--- config.mk ---
export PLATFORM = sky130hd
export DESIGN_NAME = gw_host_endpoint
export DESIGN_NICKNAME = d
export VERILOG_FILES = /design/src/hdl/gw_pkg.sv /design/src/hdl/gw_host_endpoint.sv
export SDC_FILE = /design/constraint.sdc
export NUM_CORES = 1
export LEC_CHECK = 0
export BUFFER_PORTS_ARGS = -buffer_cell sky130_fd_sc_hd__buf_2
export CORE_MARGIN = 8
export CORE_UTILIZATION = 60
export DETAILED_ROUTE_END_ITERATION = 6
export PLACE_DENSITY = 0.88
export SYNTH_ARGS = -nofsm -noshare
export SYNTH_HDL_FRONTEND = slang
export SYNTH_SLANG_ARGS = --single-unit
--- constraint.sdc ---
create_clock -name mc_clk_i -period 3.5 [get_ports mc_clk_i]
set_input_delay 0.35 -clock mc_clk_i [delete_from_list [all_inputs] [get_ports mc_clk_i]]
set_output_delay 0.35 -clock mc_clk_i [all_outputs]
set_load 0.02 [all_outputs]
--- src/hdl/gw_pkg.sv ---
package gw_pkg;

  // host and flit data width
  localparam int data_width_lp = 32;

  // host register block
  localparam int host_addr_width_lp = 3;
  localparam int num_scratch_lp     = 4;
  localparam int scratch_idx_width_lp = $clog2(num_scratch_lp);
  localparam int cycle_addr_lp      = 4;

  // response fifo depth, same as the endpoint's starting credits
  localparam int resp_credits_lp      = 3;
  localparam int resp_ptr_width_lp    = $clog2(resp_credits_lp);
  localparam int resp_count_width_lp  = $clog2(resp_credits_lp + 1);

  typedef logic [resp_ptr_width_lp-1:0]   resp_ptr_t;
  typedef logic [resp_count_width_lp-1:0] resp_count_t;

  // wormhole side
  localparam int num_test_mems_lp  = 2;
  localparam int mem_addr_width_lp = 8;
  localparam int mem_words_lp      = 2 ** mem_addr_width_lp;

  // header flit fields
  localparam int wh_op_bit_lp   = 0;
  localparam int wh_len_bit_lp  = 1;
  localparam int wh_addr_lsb_lp = 2;

  typedef enum logic {
    HOST_LOAD  = 1'b0,
    HOST_STORE = 1'b1
  } host_op_e;

  typedef enum logic {
    WH_READ  = 1'b0,
    WH_WRITE = 1'b1
  } wh_op_e;

endpackage

--- src/hdl/gw_host_endpoint.sv ---
`timescale 1ns/1ps

module gw_host_endpoint
  (input  logic                                    mc_clk_i
  ,input  logic                                    arst_n_i

  ,input  logic                                    req_v_i
  ,input  gw_pkg::host_op_e                        req_op_i
  ,input  logic [gw_pkg::host_addr_width_lp-1:0]   req_addr_i
  ,input  logic [gw_pkg::data_width_lp-1:0]        req_data_i
  ,output logic                                    req_ready_o

  ,output logic                                    resp_v_o
  ,output logic [gw_pkg::data_width_lp-1:0]        resp_data_o
  ,input  logic                                    resp_credit_i
  );

  logic [gw_pkg::data_width_lp-1:0] scratch_r [gw_pkg::num_scratch_lp];
  logic [gw_pkg::data_width_lp-1:0] cycle_r;
  logic [gw_pkg::data_width_lp-1:0] load_data;
  logic [gw_pkg::scratch_idx_width_lp-1:0] scratch_idx;
  gw_pkg::resp_count_t credits_r;
  gw_pkg::resp_count_t credits_n;
  logic req_accept;

  assign req_ready_o = (credits_r != '0);
  assign req_accept  = req_v_i & req_ready_o;
  assign scratch_idx = req_addr_i[gw_pkg::scratch_idx_width_lp-1:0];

  // read mux over the register map
  always_comb begin
    if (req_addr_i < gw_pkg::num_scratch_lp) begin
      load_data = scratch_r[scratch_idx];
    end else if (req_addr_i == gw_pkg::cycle_addr_lp) begin
      load_data = cycle_r;
    end else begin
      load_data = '0;
    end
  end

  // one credit spent per accepted request, one back per pulse
  always_comb begin
    credits_n = credits_r;
    if (req_accept) begin
      credits_n = credits_n - 1'b1;
    end
    if (resp_credit_i) begin
      credits_n = credits_n + 1'b1;
    end
  end

  always_ff @(posedge mc_clk_i or negedge arst_n_i) begin
    if (!arst_n_i) begin
      credits_r <= gw_pkg::resp_count_t'(gw_pkg::resp_credits_lp);
      cycle_r   <= '0;
      resp_v_o  <= 1'b0;
      for (int i = 0; i < gw_pkg::num_scratch_lp; i++) begin
        scratch_r[i] <= '0;
      end
    end else begin
      credits_r <= credits_n;
      cycle_r   <= cycle_r + 1'b1;
      resp_v_o  <= req_accept;
      if (req_accept && req_op_i == gw_pkg::HOST_STORE &&
          req_addr_i < gw_pkg::num_scratch_lp) begin
        scratch_r[scratch_idx] <= req_data_i;
      end
    end
  end

  // stores echo their data
  always_ff @(posedge mc_clk_i) begin
    if (req_accept) begin
      resp_data_o <= (req_op_i == gw_pkg::HOST_STORE) ? req_data_i : load_data;
    end
  end

endmodule

==> run metrics <==
postcts setup bufs 0; Rel. slew slack 0.3283; Detail Route Antenna Nets 0; drc violations 0; full die area 18660 um^2; Worst R2R Path Depth 7; CTS tree built; CP max FO 19; area grow syn2layout 12.78%; initial antenna violation count 1; Total Power 7.060 mW; Placed Instances 831; Initial Util 0.6072; Pwr Density 717.5 nW/um^2; CP Capture Type flip-flop; Synth cell types 37; Max Clock Freq 0.3957 GHz; Comb power frac 0.228; vias per cell 6.297; chip height 136.6 um; leading cell type in the layout, fill and taps excluded dfrtp_1; Max Buffers Root-to-Sink 2; WP data required 3.80 ns; Net Sw Frac 0.2655; total negative slack 0 ns; Startpoint Class flip-flop; final non-filler cell total 862; # setup viols final 0; share of layout cells above drive strength 1 0.4189; hpwl dp 12.25 mm; Peak VDD IR 0.0003522 V; r2r setup slk 0.97 ns; final period utilization 0.7221; H-tree lvl count 4; Final Util 0.6848; overflow left after global routing 0; DRT Pass-1 Iters 4; part of the Yosys area used for sequential elements 0.5779; gr usage total 0.2243; wire per inst 22.50 um; largest net degree at the start of global routing 101; WP data arrival 2.83 ns; Layout Skew 0.01388 ns; internal cell power 5.185 mW; post-CTS sizing 0; vias in the first global route 5956; Die Wd 136.6 um; CTS Sinks 195; leak pwr 4.396 nW; first-pass GRT wire length 32.11 mm; Tmin final 2.527 ns; Post-Syn Area 8725 um^2; core footprint 14370 um^2; final WL 19.39 mm; Cell Rows 44; CTS Root Cell clkbuf_16; Num CTS Buffers 17; clk slew on worst S/H paths 0.06 ns; post-layout net count 708; status completed; Hold/Removal Path Class input port to async pin; switching power total 1.874 mW; Final GP Congestion 0.7895; Post-DP Area 9264 um^2; port bufs 73; clock power share 0.272; finished layout cell area 9839 um^2; sequential power share 0.500; Worst-Skew Late Latency 0.43 ns; Critical Setup Path Class flip-flop to flip-flop; final hold violation count 0; YS warnings 0; io pins 74; # diodes 0; Mapped Cells 597; Synth Area per Inst 14.61 um^2; Max-cap violations 0; routed via count 5428; CTS Hold Bufs 0; most frequent cells in the layout dfrtp_1, mux2_2, buf_2; Slew @ Worst Pin 1.008 ns; drt initial violations 412; RSZ-0062 raised after global routing false; Yosys reg bits 195; Final Max Tran Viols 0; Post-Syn Nets 639
-- worst max-delay path: stages (launching register included) --
cell	delay [ns]
dfstp_2	0.56
inv_1	0.05
ha_1	0.24
nor2b_4	0.14
and3_1	0.27
nand3b_2	0.41
buf_4	0.43
mux2_2	0.31
-- routing by layer --
metal | part of all wire | up-vias | wire length, um | GRT usage
met2 | 0.51 | 203 | 9875 | 0.3677
met3 | 0.057 | 38 | 1099 | 0.04809
li1 | - | 2355 | - | -
met5 | 0.00062 | - | 12 | 0
met1 | 0.41 | 2830 | 7978 | 0.2877
met4 | 0.022 | 2 | 427 | 0.08603
-- flip-flops by register name, summed over array words and instances (netlist names) --
register and flops:
resp_data_o 32, cycle_r 32, credits_r 2, resp_v_o 1
scratch_r 128
-- per-stage QoR --
step                      hold WS [ns]  worst slack [ns]
final                          0.01138            0.9726
after global routing           0.08140            0.8313
after CTS                      0.06009            0.9327
after detailed placement        0.4874            0.7895
after global placement          0.4675            0.8858
after floorplan                0.05441            0.9907
-- synth_stat cells, drive strengths merged --
cell type | number | area [um^2]
nor2b | 2 | 20.02
clkbuf | 13 | 48.80
nand3 | 12 | 65.06
nor3 | 4 | 25.02
dfrtp | 161 | 4029
dfstp | 2 | 52.55
and2 | 1 | 6.260
xnor2 | 23 | 201.4
and4 | 4 | 35.03
nor2 | 10 | 42.54
edfxtp | 32 | 960.9
mux4 | 32 | 720.7
a221oi | 32 | 280.3
mux2 | 128 | 1441
and3 | 7 | 45.05
o21ai | 1 | 5.000
nand3b | 2 | 18.77
xor2 | 11 | 96.34
nor4 | 2 | 27.53
or4 | 1 | 11.26
clkinv | 1 | 3.750
inv | 38 | 142.6
nand2 | 10 | 37.54
a21oi | 32 | 160.2
ha | 2 | 25.02
nand4 | 13 | 96.34
buf | 21 | 126.4
-- power groups by stage --
stage / logic [mW] / clock network [mW] / registers, mW
after floorplan: 1.14 / 0 / 3.51
after detailed placement: 1.62 / 0 / 3.54
after global placement: 1.51 / 0 / 3.46
after global routing: 1.76 / 2.03 / 3.61
final: 1.61 / 1.92 / 3.53
after CTS: 1.64 / 1.95 / 3.52
-- logic make-up after synthesis --
group | synth area share
muxes | 0.2478
and+or+nand+nor | 0.04933
DFF | 0.5779
adders and majority gates | 0.002868
buffers and inverters | 0.03686
AOI/OAI and AO/OA | 0.05105
xor gates and xnor gates | 0.03413
-- cell type report --
type / instances / area [um^2]
Clock inverter: 11 / 138.9
Multi-Input combinational cell: 329 / 3366
Timing Repair Buffer: 84 / 479.2
Inverter: 39 / 146.4
Fill cell: 989 / 4529
Tap cell: 184 / 230.2
Sequential cell: 195 / 5042
Clock buffer: 20 / 436.7
-- worst paths after layout --
path	from	to
setup / recovery	credits_r[0]	scratch_r[88]
hold / removal	arst_n_i	scratch_r[118]
min in group mc_clk_i	req_data_i[4]	scratch_r[36]
hold reg to reg	scratch_r[58]	scratch_r[58]
setup reg to reg	credits_r[0]	scratch_r[88]
max in group asynchronous	arst_n_i	cycle_r[31]
(Power assumes the default switching activity.)
