$ cat config.mk
export PLATFORM = sky130hd
export DESIGN_NAME = gw_resp_credit_adapter
export DESIGN_NICKNAME = d
export VERILOG_FILES = /design/src/hdl/gw_pkg.sv /design/src/hdl/gw_resp_credit_adapter.sv
export SDC_FILE = /design/constraint.sdc
export NUM_CORES = 1
export LEC_CHECK = 0
export BUFFER_PORTS_ARGS = -buffer_cell sky130_fd_sc_hd__buf_2
export CAP_MARGIN = 20
export CORE_MARGIN = 2
export CORE_UTILIZATION = 55
export CTS_BUF_LIST = sky130_fd_sc_hd__clkbuf_4 sky130_fd_sc_hd__clkbuf_8
export CTS_CLUSTER_SIZE = 16
export DETAILED_ROUTE_END_ITERATION = 16
export PLACE_DENSITY = 0.85
export SYNTH_ARGS = -nofsm -noshare
export SYNTH_HDL_FRONTEND = slang
export SYNTH_SLANG_ARGS = --single-unit
export TNS_END_PERCENT = 1
$ cat constraint.sdc
create_clock -name mc_clk_i -period 3.8 [get_ports mc_clk_i]
set_input_delay 0.76 -clock mc_clk_i [delete_from_list [all_inputs] [get_ports mc_clk_i]]
set_output_delay 0.76 -clock mc_clk_i [all_outputs]
set_load 0.02 [all_outputs]
$ cat src/hdl/gw_pkg.sv
package gw_pkg;

  // host and flit data width
  localparam int data_width_lp = 32;

  // host register block
  localparam int host_addr_width_lp = 3;
  localparam int num_scratch_lp     = 4;
  localparam int scratch_idx_width_lp = $clog2(num_scratch_lp);
  localparam int cycle_addr_lp      = 4;

  // response fifo depth, same as the endpoint's starting credits
  localparam int resp_credits_lp      = 3;
  localparam int resp_ptr_width_lp    = $clog2(resp_credits_lp);
  localparam int resp_count_width_lp  = $clog2(resp_credits_lp + 1);

  typedef logic [resp_ptr_width_lp-1:0]   resp_ptr_t;
  typedef logic [resp_count_width_lp-1:0] resp_count_t;

  // wormhole side
  localparam int num_test_mems_lp  = 2;
  localparam int mem_addr_width_lp = 8;
  localparam int mem_words_lp      = 2 ** mem_addr_width_lp;

  // header flit fields
  localparam int wh_op_bit_lp   = 0;
  localparam int wh_len_bit_lp  = 1;
  localparam int wh_addr_lsb_lp = 2;

  typedef enum logic {
    HOST_LOAD  = 1'b0,
    HOST_STORE = 1'b1
  } host_op_e;

  typedef enum logic {
    WH_READ  = 1'b0,
    WH_WRITE = 1'b1
  } wh_op_e;

endpackage

$ cat src/hdl/gw_resp_credit_adapter.sv
`timescale 1ns/1ps

module gw_resp_credit_adapter
  (input  logic                               mc_clk_i
  ,input  logic                               arst_n_i

  ,input  logic                               resp_v_i
  ,input  logic [gw_pkg::data_width_lp-1:0]   resp_data_i
  ,output logic                               resp_credit_o

  ,output logic                               mc_resp_v_o
  ,output logic [gw_pkg::data_width_lp-1:0]   mc_resp_data_o
  ,input  logic                               mc_resp_ready_i
  );

  logic [gw_pkg::data_width_lp-1:0] fifo_mem [gw_pkg::resp_credits_lp];
  gw_pkg::resp_ptr_t   wptr_r;
  gw_pkg::resp_ptr_t   rptr_r;
  gw_pkg::resp_count_t count_r;
  logic pop;

  function automatic gw_pkg::resp_ptr_t ptr_inc(input gw_pkg::resp_ptr_t p);
    if (p == gw_pkg::resp_ptr_t'(gw_pkg::resp_credits_lp - 1)) begin
      return '0;
    end
    return p + 1'b1;
  endfunction

  assign mc_resp_v_o    = (count_r != '0);
  assign mc_resp_data_o = fifo_mem[rptr_r];
  assign pop            = mc_resp_v_o & mc_resp_ready_i;

  always_ff @(posedge mc_clk_i or negedge arst_n_i) begin
    if (!arst_n_i) begin
      wptr_r        <= '0;
      rptr_r        <= '0;
      count_r       <= '0;
      resp_credit_o <= 1'b0;
    end else begin
      resp_credit_o <= pop;
      if (resp_v_i) begin
        wptr_r <= ptr_inc(wptr_r);
      end
      if (pop) begin
        rptr_r <= ptr_inc(rptr_r);
      end
      if (resp_v_i && !pop) begin
        count_r <= count_r + 1'b1;
      end else if (!resp_v_i && pop) begin
        count_r <= count_r - 1'b1;
      end
    end
  end

  always_ff @(posedge mc_clk_i) begin
    if (resp_v_i) begin
      fifo_mem[wptr_r] <= resp_data_i;
    end
  end

endmodule

==> results of run 1 <==
[cells by family (layout without fill, tap and decap cells)]
family	count (synthesis)	in the layout	share of synthesized area
buf+inv	13	90	0.02894
simple gates	41	41	0.04245
xor+xnor	3	3	0.006754
flops	103	103	0.7859
compound gates	37	37	0.05048
mux	32	32	0.08232
fa+ha+maj	1	1	0.003215
[through the flow]
stage,hold slack (ns),util,cells
2_1_floorplan,0.4644,-,230
3_3_place_gp,0.4944,0.6275,386
3_5_place_dp,0.5013,0.6275,386
4_1_cts,0.2149,0.6603,402
5_1_grt,0.2086,0.6632,403
6_report,0.2271,0.6632,403
[layout by cell type (no fill, tap or decap), types with 2 or more instances in the layout]
master                      instances
sky130_fd_sc_hd__edfxtp_1          96
sky130_fd_sc_hd__buf_2             69
sky130_fd_sc_hd__nand2_1           34
sky130_fd_sc_hd__mux2i_1           32
sky130_fd_sc_hd__o21ai_1           28
sky130_fd_sc_hd__clkbuf_8           9
sky130_fd_sc_hd__o21ai_0            5
sky130_fd_sc_hd__dfrtp_1            5
sky130_fd_sc_hd__a21o_1             3
sky130_fd_sc_hd__inv_6              3
sky130_fd_sc_hd__inv_1              2
sky130_fd_sc_hd__xor2_1             2
sky130_fd_sc_hd__bufinv_16          2
sky130_fd_sc_hd__buf_4              2
sky130_fd_sc_hd__dfrtp_2            2
[synth_stat cells (2+ instances only)]
cell type                  number  share of area
sky130_fd_sc_hd__o21ai_1       28          0.036
sky130_fd_sc_hd__dfrtp_1        7          0.045
sky130_fd_sc_hd__clkbuf_1       3         0.0029
sky130_fd_sc_hd__inv_1          2         0.0019
sky130_fd_sc_hd__o21ai_0        5         0.0064
sky130_fd_sc_hd__edfxtp_1      96           0.74
sky130_fd_sc_hd__xor2_1         2         0.0045
sky130_fd_sc_hd__nand2_1       34          0.033
sky130_fd_sc_hd__buf_12         3          0.015
sky130_fd_sc_hd__nor3_1         2         0.0026
sky130_fd_sc_hd__nor2_1         2         0.0019
sky130_fd_sc_hd__mux2i_1       32          0.082
sky130_fd_sc_hd__a21o_1         3         0.0058
sky130_fd_sc_hd__buf_2          3         0.0039
[power breakdown]
| group | switching, mW | internal (mW) |
|---|---|---|
| Sequential | 0.172 | 1.46 |
| Combinational | 0.699 | 0.417 |
| Clock | 0.361 | 0.378 |
| Total | 1.23 | 2.26 |
[layer usage]
metal | share of wire | vias to the layer above | GRT usage
li1 | - | 1000 | -
met1 | 0.42 | 986 | 0.2053
met2 | 0.52 | 56 | 0.2893
met3 | 0.048 | 4 | 0.03770
met4 | 0.0070 | 0 | 0.07576
met5 | 0 | - | 0
[critical path, cell delays in order, from the launching register on]
cell	delay, ns
sky130_fd_sc_hd__dfrtp_2	1.04
sky130_fd_sc_hd__mux2i_1	0.16
sky130_fd_sc_hd__o21ai_1	0.22
sky130_fd_sc_hd__buf_2	0.20
[state kept, by name, summed over array words and instances, names as in the netlist]
name / cells
count_r: 2
fifo_mem: 96
resp_credit_o: 1
rptr_r: 2
wptr_r: 2
[final cells by class]
type | count | share of cell area
Sequential cell | 103 | 0.6755
Multi-Input combinational cell | 114 | 0.1629
Timing Repair Buffer | 72 | 0.08395
Clock buffer | 9 | 0.02734
Tap cell | 96 | 0.02651
Clock inverter | 7 | 0.02209
Inverter | 2 | 0.001657
[worst paths after layout]
kind / start / slack [ns] / endpoint / cells after the start
worst max-delay path: rptr_r[0]$_DFFE_PN0P_ / 1.06 / mc_resp_data_o[0] / 3
worst min-delay path: arst_n_i / 0.23 / resp_credit_o$_DFF_PN0_ / 1
worst max register to register: wptr_r[1]$_DFFE_PN0P_ / 2.13 / fifo_mem[2][15]$_DFFE_PP_ / 2
worst min register to register: count_r[1]$_DFFE_PN0P_ / 0.52 / count_r[1]$_DFFE_PN0P_ / 1
max in group asynchronous: arst_n_i / 3.40 / rptr_r[1]$_DFFE_PN0P_ / 1
min in group mc_clk_i: count_r[1]$_DFFE_PN0P_ / 0.52 / count_r[1]$_DFFE_PN0P_ / 1
==> out/qor.txt, run 1 <==
Die outline area: 7763 um^2
DRC violations left: 0
Placed cell areas: 4287 um^2
Final instance area: 4531 um^2
Power consumption: 3.489 mW
Routed via count divided by cell count: 5.077
Detailed-route via count: 2,046
Final Max Slew Viols: 0
Routability congestion estimate: 0.7517
Most used flip-flop cell after synthesis: sky130_fd_sc_hd__edfxtp_1
Number of clock buffers inserted by TritonCTS: 9
Starting density of the core: 0.5696
Critical path data arrival time: 1.98 ns
Area added between synthesis and finish: 16.43%
Setup Skew: 0.006686 ns
Ys async rst share: 0.06796
Worst Path Required: 3.04 ns
Detail Placement HPWL: 3659 um
Result of the run: complete, no violations
Buffer levels on the longest clock path: 2
Final ANT Viol Nets: 0
Critical path startpoint category: flip-flop
Max-cap violations: 0
Library cell used as clock root buffer: sky130_fd_sc_hd__clkbuf_8
Area of the mapped netlist: 3891 um^2
Hold buffers post-CTS: 0
Footprint of the flip-flops and latches: 3060 um^2
Class of the most critical hold timing path: input port to async pin
Yosys warnings: 0
Area used by multi-input combinational logic: 738.2 um^2
Worst slew margin: 0.3347
Iteration-0 DRC Markers: 149
Net count after synthesis: 267
Total power divided by cell area: 770.2 nW/um^2
Seq/Total Area, Yosys: 0.7859
Peak clock frequency supported by timing: 364.8 MHz
Global-route wire length before repair: 9459 um
Clock sink count: 103
Overall die height: 88.11 um
Cells resized by post-CTS repair: 0
Pin count of the biggest net entering global routing: 68
Final setup vio count: 0
Shortest period the worst path allows: 2.741 ns
#FFs+latches synth: 103
Die outline width: 88.11 um
Syn_area_per_cell: 16.92 um^2
Count of different cell masters after synthesis: 22
Final global-route overflow total: 0
Detailed-route wire length: 6157 um
Clock-pin slew on the worst setup and hold paths: 0.10 ns
Setup WS post-layout: 1.059 ns
CTS tree: yes
Number of diodes: 0
Setup tns final: 0 ns
Antenna violations before repair: 0
Layout cell share with drive strength beyond 1: 0.3094
Top-level I/O count: 70
Worst slew pin tran: 0.9979 ns
Clock latency of the later-clocked register in the worst-skew pair: 0.34 ns
Vias in the first global route: 2,014
DR WL/cell: 15.28 um
Cells after synthesis: 230
Port bufs: 69
Sort of element at the end of the critical path: output pin
Maximum resistive drop on vdd: 0.4207 mV
Pre-Repair DR Iteration Count: 4
Critical path class: flip-flop to output pin
Placement Rows: 30
Total leakage power: 1.698 nW
Maximum net fanout on the critical path: 35
Gr usage total: 0.1685
Post-placement worst setup slack: 1.384 ns
Post-synth EDFFs: 96
Layout Nets: 339
Maximum level of the CTS H-tree: 3
Floorplan Core Area: 6832 um^2
Filler Cell Count: 507
Share of the cycle needed by the critical path after routing: 0.7214
Hold Vio Cnt, Final: 0
Postcts setup bufs: 0
Unrepaired setup endpoints after global routing: no
Note: power is estimated with default switching activity, not from simulation.
==> run 2, diff against run 1 <==
==> constraint.sdc (replaced) <==
create_clock -name mc_clk_i -period 2.6 [get_ports mc_clk_i]
set_input_delay 0.52 -clock mc_clk_i [delete_from_list [all_inputs] [get_ports mc_clk_i]]
set_output_delay 0.52 -clock mc_clk_i [all_outputs]
set_load 0.02 [all_outputs]
==> run 2 against run 1 <==
Effect of this change: clock skew down 0.00089 ns; clock power is 38% higher; worst hold slack improved by 0.14 ns; critical path type unchanged; sequential cell count did not move; critical endpoint is now mc_resp_data_o[7]; combinational power grew 53%; count of clock-buffer cells in the layout up 1.
==> out/qor.txt, run 2 (same netlist as run 1, synthesis figures left out) <==
Unrepaired setup endpoints after global routing: no
CTS tree: yes
Worst slew margin: 0.6079
Detailed-route via count: 2,104
Clock sink count: 103
Iteration-0 DRC Markers: 103
Detailed-route wire length: 6427 um
Library cell used as clock root buffer: sky130_fd_sc_hd__clkbuf_8
Overall die height: 88.11 um
Sort of element at the end of the critical path: output pin
DRC violations left: 0
Top-level I/O count: 70
DR WL/cell: 15.71 um
Internal power contribution: 3.302 mW
Max-cap violations: 0
Gr usage total: 0.1748
Critical path data arrival time: 1.78 ns
Instance count on the critical path: 4
Global-route wire length before repair: 10,050 um
Class of the most critical hold timing path: input port to flip-flop
Port bufs: 69
Clock latency of the later-clocked register in the worst-skew pair: 0.34 ns
Final instance area: 4561 um^2
Shortest period the worst path allows: 2.301 ns
Critical-path cell list: buf_4 -> mux2i_1 -> o21ai_1 -> buf_2
Final ANT Viol Nets: 0
Worst hold start: resp_data_i[25]
Die outline width: 88.11 um
Combinational share of power: 0.337
Clock-pin slew on the worst setup and hold paths: 0.09 ns
Peak clock frequency supported by timing: 434.7 MHz
Final Max Slew Viols: 0
Share of the cycle needed by the critical path after routing: 0.8849
Layout cell share with drive strength beyond 1: 0.3163
Largest Register: fifo_mem
Starting density of the core: 0.5696
Most frequent standard cell in the layout excluding fill and tap cells: sky130_fd_sc_hd__edfxtp_1
Clk network pwr share: 0.202
Vias in the first global route: 2,128
Routed via count divided by cell count: 5.144
Total leakage power: 1.723 nW
Worst slew pin tran: 0.5882 ns
Footprint of the flip-flops and latches: 3060 um^2
GRT met2 Usage: 0.3085
Area added between synthesis and finish: 17.20%
Worst reg-to-reg path cell count: 3
Number of clock buffers inserted by TritonCTS: 9
Die outline area: 7763 um^2
Final setup vio count: 0
Switching part of the total power: 0.3498
Maximum net fanout on the critical path: 16
Final global-route overflow total: 0
Relative contribution of sequential cells to total power: 0.461
Reg2reg start: wptr_r[1]$_DFFE_PN0P_
Worst Path Required: 2.08 ns
Number of placed cells counting well taps: 393
Placed cell areas: 4345 um^2
Postcts setup bufs: 0
Cells resized by post-CTS repair: 0
Met3 global-route usage: 0.04524
Result of the run: complete, no violations
Most used cells in the layout excluding fill and tap cells: sky130_fd_sc_hd__edfxtp_1, sky130_fd_sc_hd__buf_2, sky130_fd_sc_hd__nand2_1
Global routing usage on met1: 0.2106
Number of diodes: 0
Critical path class: flip-flop to output pin
Critical path startpoint: rptr_r[0]$_DFFE_PN0P_
Routability congestion estimate: 0.6916
Max stage delay cell, worst path: sky130_fd_sc_hd__dfrtp_2
Layout Nets: 346
Floorplan Core Area: 6832 um^2
Placement Rows: 30
Filler Cell Count: 503
Maximum level of the CTS H-tree: 3
Area used by multi-input combinational logic: 744.5 um^2
Setup Skew: 0.005797 ns
Detail Placement HPWL: 4301 um
Buffer levels on the longest clock path: 2
Core occupancy in the finished layout: 0.6676
Delay of the slowest cell on the worst path: 0.55 ns
Pin count of the biggest net entering global routing: 36
Worst path buffer plus inverter count: 2
Net load switching power: 1.776 mW
Layer with the highest usage after global routing: met2
Total power divided by cell area: 1113 nW/um^2
Power consumption: 5.078 mW
Maximum resistive drop on vdd: 0.6316 mV
Critical path startpoint category: flip-flop
Worst hold path stage count: 1
Antenna violations before repair: 0
Max FFs per register: 96
CP delay by family, top: flip-flops
Count of non-filler cells in the finished layout: 409
Hold Vio Cnt, Final: 0
Pre-Repair DR Iteration Count: 4
[run 2: worst paths after layout]
path	to	slack, ns
max	mc_resp_data_o[7]	0.30
min	fifo_mem[2][25]$_DFFE_PP_	0.37
max reg2reg	fifo_mem[2][10]$_DFFE_PP_	0.97
min reg2reg	count_r[1]$_DFFE_PN0P_	0.51
max in group asynchronous	rptr_r[0]$_DFFE_PN0P_	1.90
min in group asynchronous	count_r[1]$_DFFE_PN0P_	0.52
[run 2: through the flow]
stage	hold WS [ns]	setup slack (ns)	TNS, ns
floorplan	0.2244	-0.7027	-22.92
global placement	0.3593	0.6588	0
detailed placement	0.3675	0.6254	0
CTS	0.3615	0.2486	0
global route	0.3562	0.1526	0
finish	0.3719	0.2994	0
[run 2: final cells by class]
class,instances,area share
clock inverters,5,0.01619
flip-flops and latches,103,0.6711
clock buffers,10,0.02881
repair buffers,79,0.09273
inverters,2,0.001646
well taps,96,0.02634
multi-input cells,114,0.1632
[run 2: power by group through the flow]
stage	combinational, mW	sequential (mW)	clock (mW)
floorplan	1.35	2.26	0
finish	1.71	2.34	1.02
global route	1.85	2.38	1.11
CTS	1.74	2.35	1.04
detailed placement	1.73	2.39	0
global placement	1.70	2.37	0
[run 2: worst reg2reg max path: cells and delay by family, from the launching register on]
family,cells,cell delay [ns]
AND/OR/NAND/NOR,2,0.58
buffers and inverters,1,0.30
flip-flops,1,0.46
[run 2: repair_timing]
action	CTS	global route
endpoints found under the setup margin	0	0
hold buffers	1	0
hold endpoints to repair	7	0
[run 2: routing by layer]
layer  up-vias  part of all wire
met5         -                 0
met4         0             0.012
met1      1027              0.42
met2        55              0.52
met3         7             0.054
li1       1015                 -
==> run 3, diff against run 2 <==
--- a/config.mk
+++ b/config.mk
@@ -7,11 +7,12 @@
 export LEC_CHECK = 0
 export BUFFER_PORTS_ARGS = -buffer_cell sky130_fd_sc_hd__buf_2
 export CAP_MARGIN = 20
-export CORE_MARGIN = 2
 export CORE_UTILIZATION = 55
 export CTS_BUF_LIST = sky130_fd_sc_hd__clkbuf_4 sky130_fd_sc_hd__clkbuf_8
+export CTS_CLUSTER_DIAMETER = 100
 export CTS_CLUSTER_SIZE = 16
 export DETAILED_ROUTE_END_ITERATION = 16
+export MAX_ROUTING_LAYER = met4
 export PLACE_DENSITY = 0.85
 export SYNTH_ARGS = -nofsm -noshare
 export SYNTH_HDL_FRONTEND = slang
==> run 3 against run 2 <==
Effect of this change: non-clock buffer count is 3 lower; register-to-register slack better by 0.08 ns; clock skew is 0.0032 ns higher; clock power is 15% lower; worst setup slack worse by 0.074 ns; sequential share of layout area is 0.44 points higher; combinational power is 2% lower; via count is 4.1% lower; die area is 4.5% lower; wire length is 7.9% lower; largest power group unchanged.
==> out/qor.txt, run 3 (same netlist as run 1, synthesis figures left out) <==
CP delay by family, top: flip-flops
Clock sink count: 103
Result of the run: complete, no violations
Detailed-route via count: 2,017
Final global-route overflow total: 0
Number of clock buffers inserted by TritonCTS: 9
Most used cells in the layout excluding fill and tap cells: sky130_fd_sc_hd__edfxtp_1, sky130_fd_sc_hd__buf_2, sky130_fd_sc_hd__nand2_1
Share of the cycle needed by the critical path after routing: 0.9134
GRT met2 Usage: 0.2915
Layout cell share with drive strength beyond 1: 0.3119
Port bufs: 69
Overall die height: 86.11 um
Worst slack on hold paths: 0.3630 ns
Critical path startpoint category: flip-flop
Max stage delay cell, worst path: sky130_fd_sc_hd__dfrtp_2
Critical path startpoint: rptr_r[0]$_DFFE_PN0P_
Gr usage total: 0.1753
Library cell used as clock root buffer: sky130_fd_sc_hd__clkbuf_8
Class of the most critical hold timing path: input port to flip-flop
Shortest period the worst path allows: 2.375 ns
Pre-Repair DR Iteration Count: 4
Die outline area: 7415 um^2
Detail Placement HPWL: 3708 um
Layer with the highest usage after global routing: met2
Sort of element at the end of the critical path: output pin
Vias in the first global route: 2,038
Maximum net fanout on the critical path: 20
Final ANT Viol Nets: 0
Routed via count divided by cell count: 4.956
Global routing usage on met1: 0.2092
Total power divided by cell area: 1085 nW/um^2
Clock latency of the later-clocked register in the worst-skew pair: 0.35 ns
DR WL/cell: 14.55 um
Critical path data arrival time: 1.85 ns
Iteration-0 DRC Markers: 103
Starting density of the core: 0.5696
Met3 global-route usage: 0.03465
Max FFs per register: 96
Global-route wire length before repair: 9183 um
Placement Rows: 30
CTS tree: yes
Detailed-route wire length: 5920 um
Floorplan Core Area: 6832 um^2
Buffer levels on the longest clock path: 2
Critical path class: flip-flop to output pin
Worst Path Required: 2.08 ns
Total leakage power: 1.695 nW
Peak clock frequency supported by timing: 421.1 MHz
Worst slew margin: 0.6243
Number of diodes: 0
Routability congestion estimate: 0.6995
Delay of the slowest cell on the worst path: 0.73 ns
Layout Nets: 343
Largest Register: fifo_mem
Clock-pin slew on the worst setup and hold paths: 0.09 ns
Worst hold start: resp_data_i[12]
Antenna violations before repair: 0
Unrepaired setup endpoints after global routing: no
DRC violations left: 0
Setup tns final: 0 ns
Setup Skew: 0.008968 ns
Final setup vio count: 0
Worst path buffer plus inverter count: 2
Maximum resistive drop on vdd: 0.6650 mV
Core occupancy in the finished layout: 0.6632
Hold Vio Cnt, Final: 0
Final Max Slew Viols: 0
Reg2reg start: wptr_r[1]$_DFFE_PN0P_
Critical-path cell list: buf_4 -> mux2i_1 -> o21ai_1 -> buf_2
Die outline width: 86.11 um
Max-cap violations: 0
Worst slew pin tran: 0.5635 ns
Area added between synthesis and finish: 16.43%
Maximum level of the CTS H-tree: 3
Top-level I/O count: 70
Pin count of the biggest net entering global routing: 37
Cells resized by post-CTS repair: 0
Most frequent standard cell in the layout excluding fill and tap cells: sky130_fd_sc_hd__edfxtp_1
## run 3: cell count changes in the layout (fill, tap and decap cells not counted)
cell	before	now
sky130_fd_sc_hd__clkbuf_4	1	2
sky130_fd_sc_hd__clkinv_2	2	1
sky130_fd_sc_hd__buf_12	0	2
sky130_fd_sc_hd__buf_4	9	4
sky130_fd_sc_hd__inv_6	0	1
sky130_fd_sc_hd__clkinv_4	0	1
sky130_fd_sc_hd__bufinv_16	2	0
sky130_fd_sc_hd__clkinvlp_4	0	1
## run 3: routing by layer
metal,vias to the layer above,part of all wire
met5,-,0
met4,0,0.017
met3,9,0.036
met2,55,0.49
met1,946,0.46
li1,1007,-
## run 3: what timing repair did
item / in CTS / in global routing
hold buffers: 1 / 0
setup buffers: 0 / 0
endpoints found under the hold margin: 7 / 0
## run 3: power by group
group | internal, mW | switching [mW]
Clock | 0.370 | 0.501
Sequential | 2.14 | 0.234
Combinational | 0.633 | 1.04
## run 3: area by class of cell
type	instances	area, um^2
Fill cell	501	2301
Multi-Input combinational cell	114	744.5
Clock buffer	11	138.9
Timing Repair Buffer	76	425.4
Clock inverter	5	33.78
Inverter	2	7.507
Sequential cell	103	3060
Tap cell	96	120.1
## run 3: path summary, 6_finish.rpt
kind | slack [ns] | depth (start not counted) | end
worst max-delay path | 0.23 | 4 | mc_resp_data_o[25]
worst max register to register | 1.05 | 3 | fifo_mem[2][28]$_DFFE_PP_
max in group asynchronous | 1.90 | 2 | rptr_r[0]$_DFFE_PN0P_
worst min-delay path | 0.36 | 1 | fifo_mem[1][12]$_DFFE_PP_
min in group asynchronous | 0.52 | 2 | wptr_r[1]$_DFFE_PN0P_
worst min register to register | 0.51 | 1 | count_r[1]$_DFFE_PN0P_
## run 3: stage by stage
stage / power, mW / worst slack (ns) / std cells / instance area, um^2
after floorplan: 3.615 / -0.7027 / 230 / 3896
after global placement: 4.059 / 0.6198 / 390 / 4348
after detailed placement: 4.106 / 0.5674 / 390 / 4348
after CTS: 4.969 / 0.1813 / 407 / 4531
after global routing: 5.188 / 0.1052 / 407 / 4531
final: 4.917 / 0.2252 / 407 / 4531
